--- config.mk ---
export PLATFORM = sky130hd
export DESIGN_NAME = tcb_sys
export DESIGN_NICKNAME = d
export VERILOG_FILES = /design/src/tcb_pkg.sv /design/src/tcb_if.sv /design/src/tcb_lib_arb.sv /design/src/tcb_lib_mux.sv /design/src/tcb_mem.sv /design/src/tcb_sys.sv
export VERILOG_INCLUDE_DIRS = /design/src
export SDC_FILE = /design/constraint.sdc
export NUM_CORES = 1
export LEC_CHECK = 0
export ABC_AREA = 1
export BUFFER_PORTS_ARGS = -buffer_cell sky130_fd_sc_hd__buf_2
export CAP_MARGIN = 40
export CORE_UTILIZATION = 35
export DETAILED_ROUTE_END_ITERATION = 7
export HOLD_SLACK_MARGIN = 0.02
export PLACE_DENSITY = 0.51
export REMOVE_ABC_BUFFERS = 1
export SLEW_MARGIN = 20
export SYNTH_ARGS = -nofsm -noshare
export SYNTH_HDL_FRONTEND = slang
export SYNTH_SLANG_ARGS = --single-unit
--- constraint.sdc ---
create_clock -name man -period 3.1 [get_ports man]
set_input_delay 0 -clock man [delete_from_list [all_inputs] [get_ports man]]
set_output_delay 0 -clock man [all_outputs]
set_load 0.01 [all_outputs]
--- src/tcb_params.svh ---
`ifndef TCB_PARAMS_SVH
`define TCB_PARAMS_SVH

//////////////////////////////////////////////////
// bus widths
//////////////////////////////////////////////////

// byte address width
`define TCB_ABW 8
// data width
`define TCB_DBW 32
// one enable per byte lane
`define TCB_BEW (`TCB_DBW/8)

//////////////////////////////////////////////////
// system
//////////////////////////////////////////////////

// response delay in cycles, fixed
`define TCB_DLY 1
// manager port count
`define TCB_PN 2
// memory depth in words
`define TCB_MEM_DEPTH 32

`endif

--- src/tcb_pkg.sv ---
`include "tcb_params.svh"

package tcb_pkg;

  // merge new bytes into old word where enabled
  function automatic logic [`TCB_DBW-1:0] ben_merge(
    input logic [`TCB_DBW-1:0] old_wrd,
    input logic [`TCB_DBW-1:0] new_wrd,
    input logic [`TCB_BEW-1:0] ben
  );
    logic [`TCB_DBW-1:0] res;
    res = old_wrd;
    for (int b = 0; b < `TCB_BEW; b++) begin
      if (ben[b]) res[8*b +: 8] = new_wrd[8*b +: 8];
    end
    return res;
  endfunction

  // first requesting port after the last grant
  // walks backwards so the nearest port is assigned last
  // no request keeps the last grant
  function automatic logic [$clog2(`TCB_PN)-1:0] rr_next(
    input logic [`TCB_PN-1:0]         req,
    input logic [$clog2(`TCB_PN)-1:0] lst
  );
    int                         idx;
    logic [$clog2(`TCB_PN)-1:0] nxt;
    nxt = lst;
    for (int i = `TCB_PN; i >= 1; i--) begin
      idx = (int'(lst) + i) % `TCB_PN;
      if (req[idx]) nxt = idx[$clog2(`TCB_PN)-1:0];
    end
    return nxt;
  endfunction

endpackage

--- src/tcb_if.sv ---
`timescale 1ns/1ps
`include "tcb_params.svh"

interface tcb_if (
  input logic man,
  input logic arst_n
);

  //////////////////////////////////////////////////
  // signals
  //////////////////////////////////////////////////

  // request
  logic                vld;
  logic                wen;
  logic [`TCB_ABW-1:0] adr;
  logic [`TCB_BEW-1:0] ben;
  logic [`TCB_DBW-1:0] wdt;
  // arbitration lock, repeat hint
  logic                lck;
  logic                rpt;
  // request phase handshake
  logic                rdy;
  // response, one cycle after trn
  logic [`TCB_DBW-1:0] rdt;
  logic                err;
  // transfer strobe
  logic                trn;

  assign trn = vld & rdy;

  // manager side drives the request
  modport mgr (
    output vld, wen, adr, ben, wdt, lck, rpt,
    input  rdy, rdt, err, trn
  );

  // subordinate side answers it
  modport sub (
    input  vld, wen, adr, ben, wdt, lck, rpt, trn,
    output rdy, rdt, err
  );

  //////////////////////////////////////////////////
  // protocol check
  //////////////////////////////////////////////////

  // stalled request must not move or drop
  a_req_hold: assert property (
    @(posedge man) disable iff (!arst_n)
    vld && !rdy |=> vld && $stable({wen, adr, ben, wdt, lck, rpt})
  ) else $error("tcb_if: request changed while stalled");

endinterface

--- src/tcb_lib_arb.sv ---
`timescale 1ns/1ps
`include "tcb_params.svh"

module tcb_lib_arb import tcb_pkg::*; #(
  // manager port count
  parameter  int unsigned PN = `TCB_PN,
  localparam int unsigned PL = $clog2(PN)
)(
  input  logic          man,
  input  logic          arst_n,
  // per manager request and lock
  input  logic [PN-1:0] vld,
  input  logic [PN-1:0] lck,
  // memory side transfer
  input  logic          trn,
  // mux select
  output logic [PL-1:0] sel
);

  //////////////////////////////////////////////////
  // local signals
  //////////////////////////////////////////////////

  // last granted port, start of the rr search
  logic [PL-1:0] lst;
  // value loaded into lst on a transfer
  logic [PL-1:0] lst_nxt;
  // port just before the selected one
  logic [PL-1:0] sel_prv;

  //////////////////////////////////////////////////
  // select
  //////////////////////////////////////////////////

  // combinational from live requests
  assign sel = rr_next(vld, lst);

  // wrap below port 0
  assign sel_prv = (sel == '0) ? PL'(PN-1) : sel - 1'b1;

  // locked transfer
  // pretend the previous port won, so sel is searched first next time
  assign lst_nxt = lck[sel] ? sel_prv : sel;

  // last grant only moves on a transfer
  always_ff @(posedge man or negedge arst_n) begin
    if (!arst_n) begin
      lst <= '0;
    end else if (trn) begin
      lst <= lst_nxt;
    end
  end

  //////////////////////////////////////////////////
  // checks
  //////////////////////////////////////////////////

  // grant always lands on a requester
  a_sel_req: assert property (
    @(posedge man) disable iff (!arst_n)
    |vld |-> vld[sel]
  ) else $error("tcb_lib_arb: select points at idle port");

  // locking port wins again next cycle if it still requests
  a_lck_keep: assert property (
    @(posedge man) disable iff (!arst_n)
    trn && lck[sel] |=> !vld[$past(sel)] || sel == $past(sel)
  ) else $error("tcb_lib_arb: locked grant lost");

endmodule

--- src/tcb_lib_mux.sv ---
`timescale 1ns/1ps
`include "tcb_params.svh"

module tcb_lib_mux #(
  // manager port count
  parameter  int unsigned PN = `TCB_PN,
  localparam int unsigned PL = $clog2(PN)
)(
  input  logic          man,
  input  logic          arst_n,
  // request select from arbiter
  input  logic [PL-1:0] sel,
  // manager facing ports
  tcb_if.sub            sub [PN-1:0],
  // memory facing port
  tcb_if.mgr            mgr
);

  //////////////////////////////////////////////////
  // local signals
  //////////////////////////////////////////////////

  // registered select for the response phase
  logic [PL-1:0]       rsp_sel;

  // flattened request, interface arrays need a constant index
  logic                tmp_vld [PN-1:0];
  logic                tmp_wen [PN-1:0];
  logic [`TCB_ABW-1:0] tmp_adr [PN-1:0];
  logic [`TCB_BEW-1:0] tmp_ben [PN-1:0];
  logic [`TCB_DBW-1:0] tmp_wdt [PN-1:0];
  logic                tmp_lck [PN-1:0];
  logic                tmp_rpt [PN-1:0];

  // ready per manager
  logic [PN-1:0]       tmp_rdy;

  //////////////////////////////////////////////////
  // request path
  //////////////////////////////////////////////////

  for (genvar i = 0; i < PN; i++) begin : gen_req
    assign tmp_vld[i] = sub[i].vld;
    assign tmp_wen[i] = sub[i].wen;
    assign tmp_adr[i] = sub[i].adr;
    assign tmp_ben[i] = sub[i].ben;
    assign tmp_wdt[i] = sub[i].wdt;
    assign tmp_lck[i] = sub[i].lck;
    assign tmp_rpt[i] = sub[i].rpt;
  end

  // selected manager straight through
  assign mgr.vld = tmp_vld[sel];
  assign mgr.wen = tmp_wen[sel];
  assign mgr.adr = tmp_adr[sel];
  assign mgr.ben = tmp_ben[sel];
  assign mgr.wdt = tmp_wdt[sel];
  assign mgr.lck = tmp_lck[sel];
  // not acted on, passed along
  assign mgr.rpt = tmp_rpt[sel];

  //////////////////////////////////////////////////
  // response path
  //////////////////////////////////////////////////

  // remember who issued the transfer
  always_ff @(posedge man or negedge arst_n) begin
    if (!arst_n) begin
      rsp_sel <= '0;
    end else if (mgr.trn) begin
      rsp_sel <= sel;
    end
  end

  for (genvar i = 0; i < PN; i++) begin : gen_rsp
    // ready only to the selected and requesting manager
    assign tmp_rdy[i]  = (sel == PL'(i)) & tmp_vld[i] & mgr.rdy;
    assign sub[i].rdy  = tmp_rdy[i];
    // response to the issuer, zero elsewhere
    assign sub[i].rdt  = (rsp_sel == PL'(i)) ? mgr.rdt : '0;
    assign sub[i].err  = (rsp_sel == PL'(i)) ? mgr.err : 1'b0;
  end

  // err reaches only the manager that handshook one cycle before
  for (genvar i = 0; i < PN; i++) begin : gen_chk
    a_rsp_own: assert property (
      @(posedge man) disable iff (!arst_n)
      sub[i].err |-> $past(tmp_rdy[i])
    ) else $error("tcb_lib_mux: response at port without transfer");
  end

endmodule

--- src/tcb_mem.sv ---
`timescale 1ns/1ps
`include "tcb_params.svh"

module tcb_mem import tcb_pkg::*; (
  input logic man,
  input logic arst_n,
  // bus from the mux
  tcb_if.sub  bus
);

  //////////////////////////////////////////////////
  // geometry
  //////////////////////////////////////////////////

  // word index width
  localparam int unsigned AW = $clog2(`TCB_MEM_DEPTH);
  // byte offset width inside a word
  localparam int unsigned OW = $clog2(`TCB_BEW);

  // storage
  logic [`TCB_DBW-1:0] mem [`TCB_MEM_DEPTH];

  // word index from address bits above the byte offset
  logic [AW-1:0]       idx;
  // address falls inside the array
  logic                in_rng;
  // registered read word
  logic [`TCB_DBW-1:0] rdt_q;
  // registered error flag
  logic                err_q;

  assign idx    = bus.adr[OW +: AW];
  // any bit above the index means out of range
  assign in_rng = ~|bus.adr[`TCB_ABW-1:OW+AW];

  // never stalls
  assign bus.rdy = 1'b1;

  //////////////////////////////////////////////////
  // write and read
  //////////////////////////////////////////////////

  // byte lane write
  always_ff @(posedge man) begin
    if (bus.trn && bus.wen && in_rng) begin
      mem[idx] <= ben_merge(mem[idx], bus.wdt, bus.ben);
    end
  end

  // read word lands one cycle after trn
  // writes leave rdt as it was
  always_ff @(posedge man) begin
    if (bus.trn && !bus.wen && in_rng) begin
      rdt_q <= mem[idx];
    end
  end

  // error for out of range, reads and writes alike
  always_ff @(posedge man or negedge arst_n) begin
    if (!arst_n) begin
      err_q <= 1'b0;
    end else begin
      err_q <= bus.trn & ~in_rng;
    end
  end

  assign bus.rdt = rdt_q;
  assign bus.err = err_q;

  //////////////////////////////////////////////////
  // checks
  //////////////////////////////////////////////////

  // err only in the response to an access past the last word
  a_err_rsp: assert property (
    @(posedge man) disable iff (!arst_n)
    bus.err |-> $past(bus.trn && (bus.adr >= `TCB_BEW * `TCB_MEM_DEPTH), `TCB_DLY)
  ) else $error("tcb_mem: err without out of range transfer");

endmodule

--- src/tcb_sys.sv ---
`timescale 1ns/1ps
`include "tcb_params.svh"

module tcb_sys (
  input  logic                man,
  input  logic                arst_n,
  // manager 0 request
  input  logic                m0_vld,
  input  logic                m0_wen,
  input  logic [`TCB_ABW-1:0] m0_adr,
  input  logic [`TCB_BEW-1:0] m0_ben,
  input  logic [`TCB_DBW-1:0] m0_wdt,
  input  logic                m0_lck,
  // manager 0 handshake and response
  output logic                m0_rdy,
  output logic [`TCB_DBW-1:0] m0_rdt,
  output logic                m0_err,
  // manager 1 request
  input  logic                m1_vld,
  input  logic                m1_wen,
  input  logic [`TCB_ABW-1:0] m1_adr,
  input  logic [`TCB_BEW-1:0] m1_ben,
  input  logic [`TCB_DBW-1:0] m1_wdt,
  input  logic                m1_lck,
  // manager 1 handshake and response
  output logic                m1_rdy,
  output logic [`TCB_DBW-1:0] m1_rdt,
  output logic                m1_err
);

  //////////////////////////////////////////////////
  // buses
  //////////////////////////////////////////////////

  localparam int unsigned PL = $clog2(`TCB_PN);

  // one bus per manager
  tcb_if bus_mgr [`TCB_PN-1:0] (.man(man), .arst_n(arst_n));
  // shared bus toward the memory
  tcb_if bus_mem (.man(man), .arst_n(arst_n));

  // arbiter inputs gathered per port
  logic [`TCB_PN-1:0] arb_vld;
  logic [`TCB_PN-1:0] arb_lck;
  // arbiter to mux select
  logic [PL-1:0]      arb_sel;

  // manager 0 ports onto its bus
  assign bus_mgr[0].vld = m0_vld;
  assign bus_mgr[0].wen = m0_wen;
  assign bus_mgr[0].adr = m0_adr;
  assign bus_mgr[0].ben = m0_ben;
  assign bus_mgr[0].wdt = m0_wdt;
  assign bus_mgr[0].lck = m0_lck;
  // no repeat access
  assign bus_mgr[0].rpt = 1'b0;
  assign m0_rdy         = bus_mgr[0].rdy;
  assign m0_rdt         = bus_mgr[0].rdt;
  assign m0_err         = bus_mgr[0].err;

  // manager 1 likewise
  assign bus_mgr[1].vld = m1_vld;
  assign bus_mgr[1].wen = m1_wen;
  assign bus_mgr[1].adr = m1_adr;
  assign bus_mgr[1].ben = m1_ben;
  assign bus_mgr[1].wdt = m1_wdt;
  assign bus_mgr[1].lck = m1_lck;
  assign bus_mgr[1].rpt = 1'b0;
  assign m1_rdy         = bus_mgr[1].rdy;
  assign m1_rdt         = bus_mgr[1].rdt;
  assign m1_err         = bus_mgr[1].err;

  for (genvar i = 0; i < `TCB_PN; i++) begin : gen_arb
    assign arb_vld[i] = bus_mgr[i].vld;
    assign arb_lck[i] = bus_mgr[i].lck;
  end

  //////////////////////////////////////////////////
  // blocks
  //////////////////////////////////////////////////

  // round robin with lock
  tcb_lib_arb #(
    .PN     (`TCB_PN)
  ) u_arb (
    .man    (man),
    .arst_n (arst_n),
    .vld    (arb_vld),
    .lck    (arb_lck),
    .trn    (bus_mem.trn),
    .sel    (arb_sel)
  );

  // request mux, response demux
  tcb_lib_mux #(
    .PN     (`TCB_PN)
  ) u_mux (
    .man    (man),
    .arst_n (arst_n),
    .sel    (arb_sel),
    .sub    (bus_mgr),
    .mgr    (bus_mem)
  );

  // the only subordinate
  tcb_mem u_mem (
    .man    (man),
    .arst_n (arst_n),
    .bus    (bus_mem)
  );

endmodule

==> out/qor.yml <==
floorplan:
  start_util_pct: 35.2
  fp.dieH_microns: 363
  coreArea_sq_um: 129000
  ioPinCount: 164
  row_count: 132
  die_area_sq_um: 132000
  die_w_microns: 363
final_layout:
  syn_to_final_growth_pct: 21.7
  drive_gt1_share_pct: 13.1
  final_cells: 6709
  final_nets: 4960
placed_design:
  post-place-ws_ns: -0.145
  dp_hpwl_microns: 84700
  place.gp.congestion: 0.830
  placedCellCount: 6450
  port_buffers: 159
timing:
  finClkSkew_ns: 0.0290
  worstMarginPinSlew_ns: 0.676
  hold_violations: 0
  fin_ws_ns: 0.132
  finalSetupViolCount: 0
  fin_crit_ns: 2.97
  maxSlewViolCount: 0
  fmax_ghz: 0.337
  slew_headroom_pct: 54.9
  rsz0062_at_grt: "no"
  period_share_pct: 95.7
synthesis:
  synthCells: 4541
  synthSimpleGateAreaFrac_pct: 27.0
  syn_area_sq_um: 45600
  synth_compound_area_share_pct: 0.192
  ys_seq_area_share_pct: 69.7
  synth_adder_area_share_pct: 0
  synth_warnings: 0
  synth_top_family_by_area: "simple AND/OR/NAND/NOR gates"
  ys_seq_elements: 1059
  muxShareOfSynthArea_pct: 0.0219
  synth_cell_type_count: 22
  syn_avg_cell_area_sq_um: 10.0
  synth_xor_xnor_area_share_pct: 0
critical_path:
  critPathArrivalTime_ns: 3.33
  required_ns: 3.47
  end_kind: "register"
  cp_slowest_cell: "dfrtp_1"
  cp_max_fo: 15
  endpoint: "u_mem.mem[5][4]"
  crit_start: "u_arb.lst"
  path_cells: "inv_2 -> nand2_1 -> nand2_4 -> buf_12 -> mux2i_4 -> nand2_1 -> nor2_1 -> nand3_1 -> buf_4 -> nor2_4 -> buf_4"
  max_stage_delay_ns: 0.40
  reg2reg_from: "u_arb.lst"
  reg2reg_to: "u_mem.mem[5][4]"
  reg2reg_depth: 11
  rrSetupSlack_ns: 0.13
  worst_setup_path_start_kind: "register"
  path_class: "register to register"
global_routing:
  grt_pass1_vias: 31100
  grt_usage_pct: 21.9
  grt_pass1_wl_microns: 212000
  grt_start_max_net_pins: 109
  antenna_found_initial: 3
  overflow: 0
clock_tree:
  postCtsSetupRepairBufs: 0
  cts_sinks: 1059
  clockRootBuffer: "clkbuf_16"
  numCtsBuffers: 115
  insertion_delay_ns: 0.72
  cts_tree: "yes"
  clockBufferDepth: 3
  h-tree-depth: 3
  path_clk_slew_ns: 0.06
flow_run:
  cap_violations: 0
power:
  power_uw: 39800
  power_density_nw_per_um2: 717
  max-vdd-ir-drop_mv: 0.476
  leakagePower_uw: 0.0235
worst_hold_path:
  min_path_type: "input port to register"
  holdPathStages: 6
routing:
  drtIter0Drc: 2745
  dr.pass1.iters: 6
  vias: 33000
  drc: 0
  viasPerCell: 4.92
  wl_microns: 145000
  wire_per_inst_microns: 21.7
  postRouteAntennaNets: 0
outcome:
  status: "completed"
-- metal layers --
| layer | up-vias | global-route usage [%] | wire length, microns |
|---|---|---|---|
| met2 | 1123 | 34.3 | 65500 |
| met5 | - | 0 | 0 |
| li1 | 15600 | - | - |
| met3 | 209 | 4.12 | 10400 |
| met4 | 0 | 5.70 | 3520 |
| met1 | 16100 | 31.1 | 65900 |
-- flip-flops by register name, summed over array words and instances (netlist names) --
| signal | flops |
|---|---|
| u_arb.lst | 1 |
| u_mem.mem | 1024 |
| u_mem.bus.err | 1 |
| u_mem.bus.rdt | 32 |
| u_mux.rsp_sel | 1 |
-- through the flow --
step | utilization (%) | setup TNS [ns] | hold WS [ns] | cell area, sq um
finish | 42.9 | 0 | 0.0296 | 55500
global route | 42.9 | 0 | 0.0510 | 55500
CTS | 42.9 | 0 | 0.0239 | 55500
detailed placement | 39.6 | -23.87 | -0.185 | 51300
global placement | 39.6 | -16.08 | -0.188 | 51300
floorplan | - | - | -0.296 | 44500
-- area by class of cell --
class,instances,area [sq um]
Clock inverter,89,870
Clock buffer,130,2960
Antenna cell,1,2.50
Fill cell,12400,74000
Tap cell,1742,2180
Sequential cell,1059,31800
Timing Repair Buffer,459,4600
Inverter,96,368
Multi-Input combinational cell,3133,12800
-- report_power, final --
group | switching [uW] | internal, uW | total (uW)
registers | 127 | 17400 | 17500
clock network | 5800 | 8100 | 13900
logic | 5760 | 2620 | 8380
total | 11700 | 28100 | 39800
-- worst min-delay path by stage --
stage	start	slack, ns	to
2_1_floorplan	arst_n	-0.30	u_arb.lst
3_3_place_gp	arst_n	-0.19	u_mux.rsp_sel
3_5_place_dp	arst_n	-0.18	u_mux.rsp_sel
4_1_cts	m0_wdt[9]	0.02	u_mem.mem[7][9]
5_1_grt	m1_adr[7]	0.05	u_mem.bus.rdt[7]
6_report	m0_wdt[29]	0.03	u_mem.mem[9][29]
-- Yosys cell counts --
cell      number  area share, %
buf_1         37           0.30
buf_4          3          0.049
o21ai_4        1          0.036
nor3_4         2          0.071
nor2_4         2          0.049
edfxtp_1    1056             70
o21ai_0        2          0.022
nor3_2         2          0.044
buf_2         87           0.95
inv_1         92           0.76
mux2i_1        1          0.022
inv_2          4          0.033
nand2_1     2549             21
o22ai_1        1          0.014
o21ai_2        4          0.077
nand2_2        3          0.041
nor2_1       137            1.1
nand3_1      423            4.6
o21ai_1        4          0.044
clkbuf_1     126            1.0
nor2_2         2          0.027
dfrtp_1        3           0.16
-- cells in the final DEF, fill, tap and decap left out, drive strengths merged --
cell type	count
buf	420
inv	103
clkbuf	130
dlygate4sd3	39
o21ai	11
bufinv	15
nand2	2552
nor3	4
o22ai	1
edfxtp	1056
nand3	423
clkinv	65
diode	1
nor2	141
clkinvlp	2
dfrtp	3
mux2i	1
-- repair_timing --
item	4_1_cts	5_1_grt
endpoints found under the setup margin	636	1001
hold buffers	39	0
resized for setup	3	4
hold endpoints to repair	503	0
-- critical path, delay by kind of cell (launching register included) --
kind          cells  cell delay (ns)
buf+inv           4             0.83
flops             1             0.40
mux               1             0.40
simple gates      6             0.95
-- logic make-up (layout without fill, tap and decap cells) --
group,count (synthesis),count (layout)
multiplexers,1,1
other,0,1
buffers and inverters,349,774
flip-flops,1059,1059
AO/OA/AOI/OAI,12,12
AND/OR/NAND/NOR,3120,3120
Power figures use the tool's default switching activity.
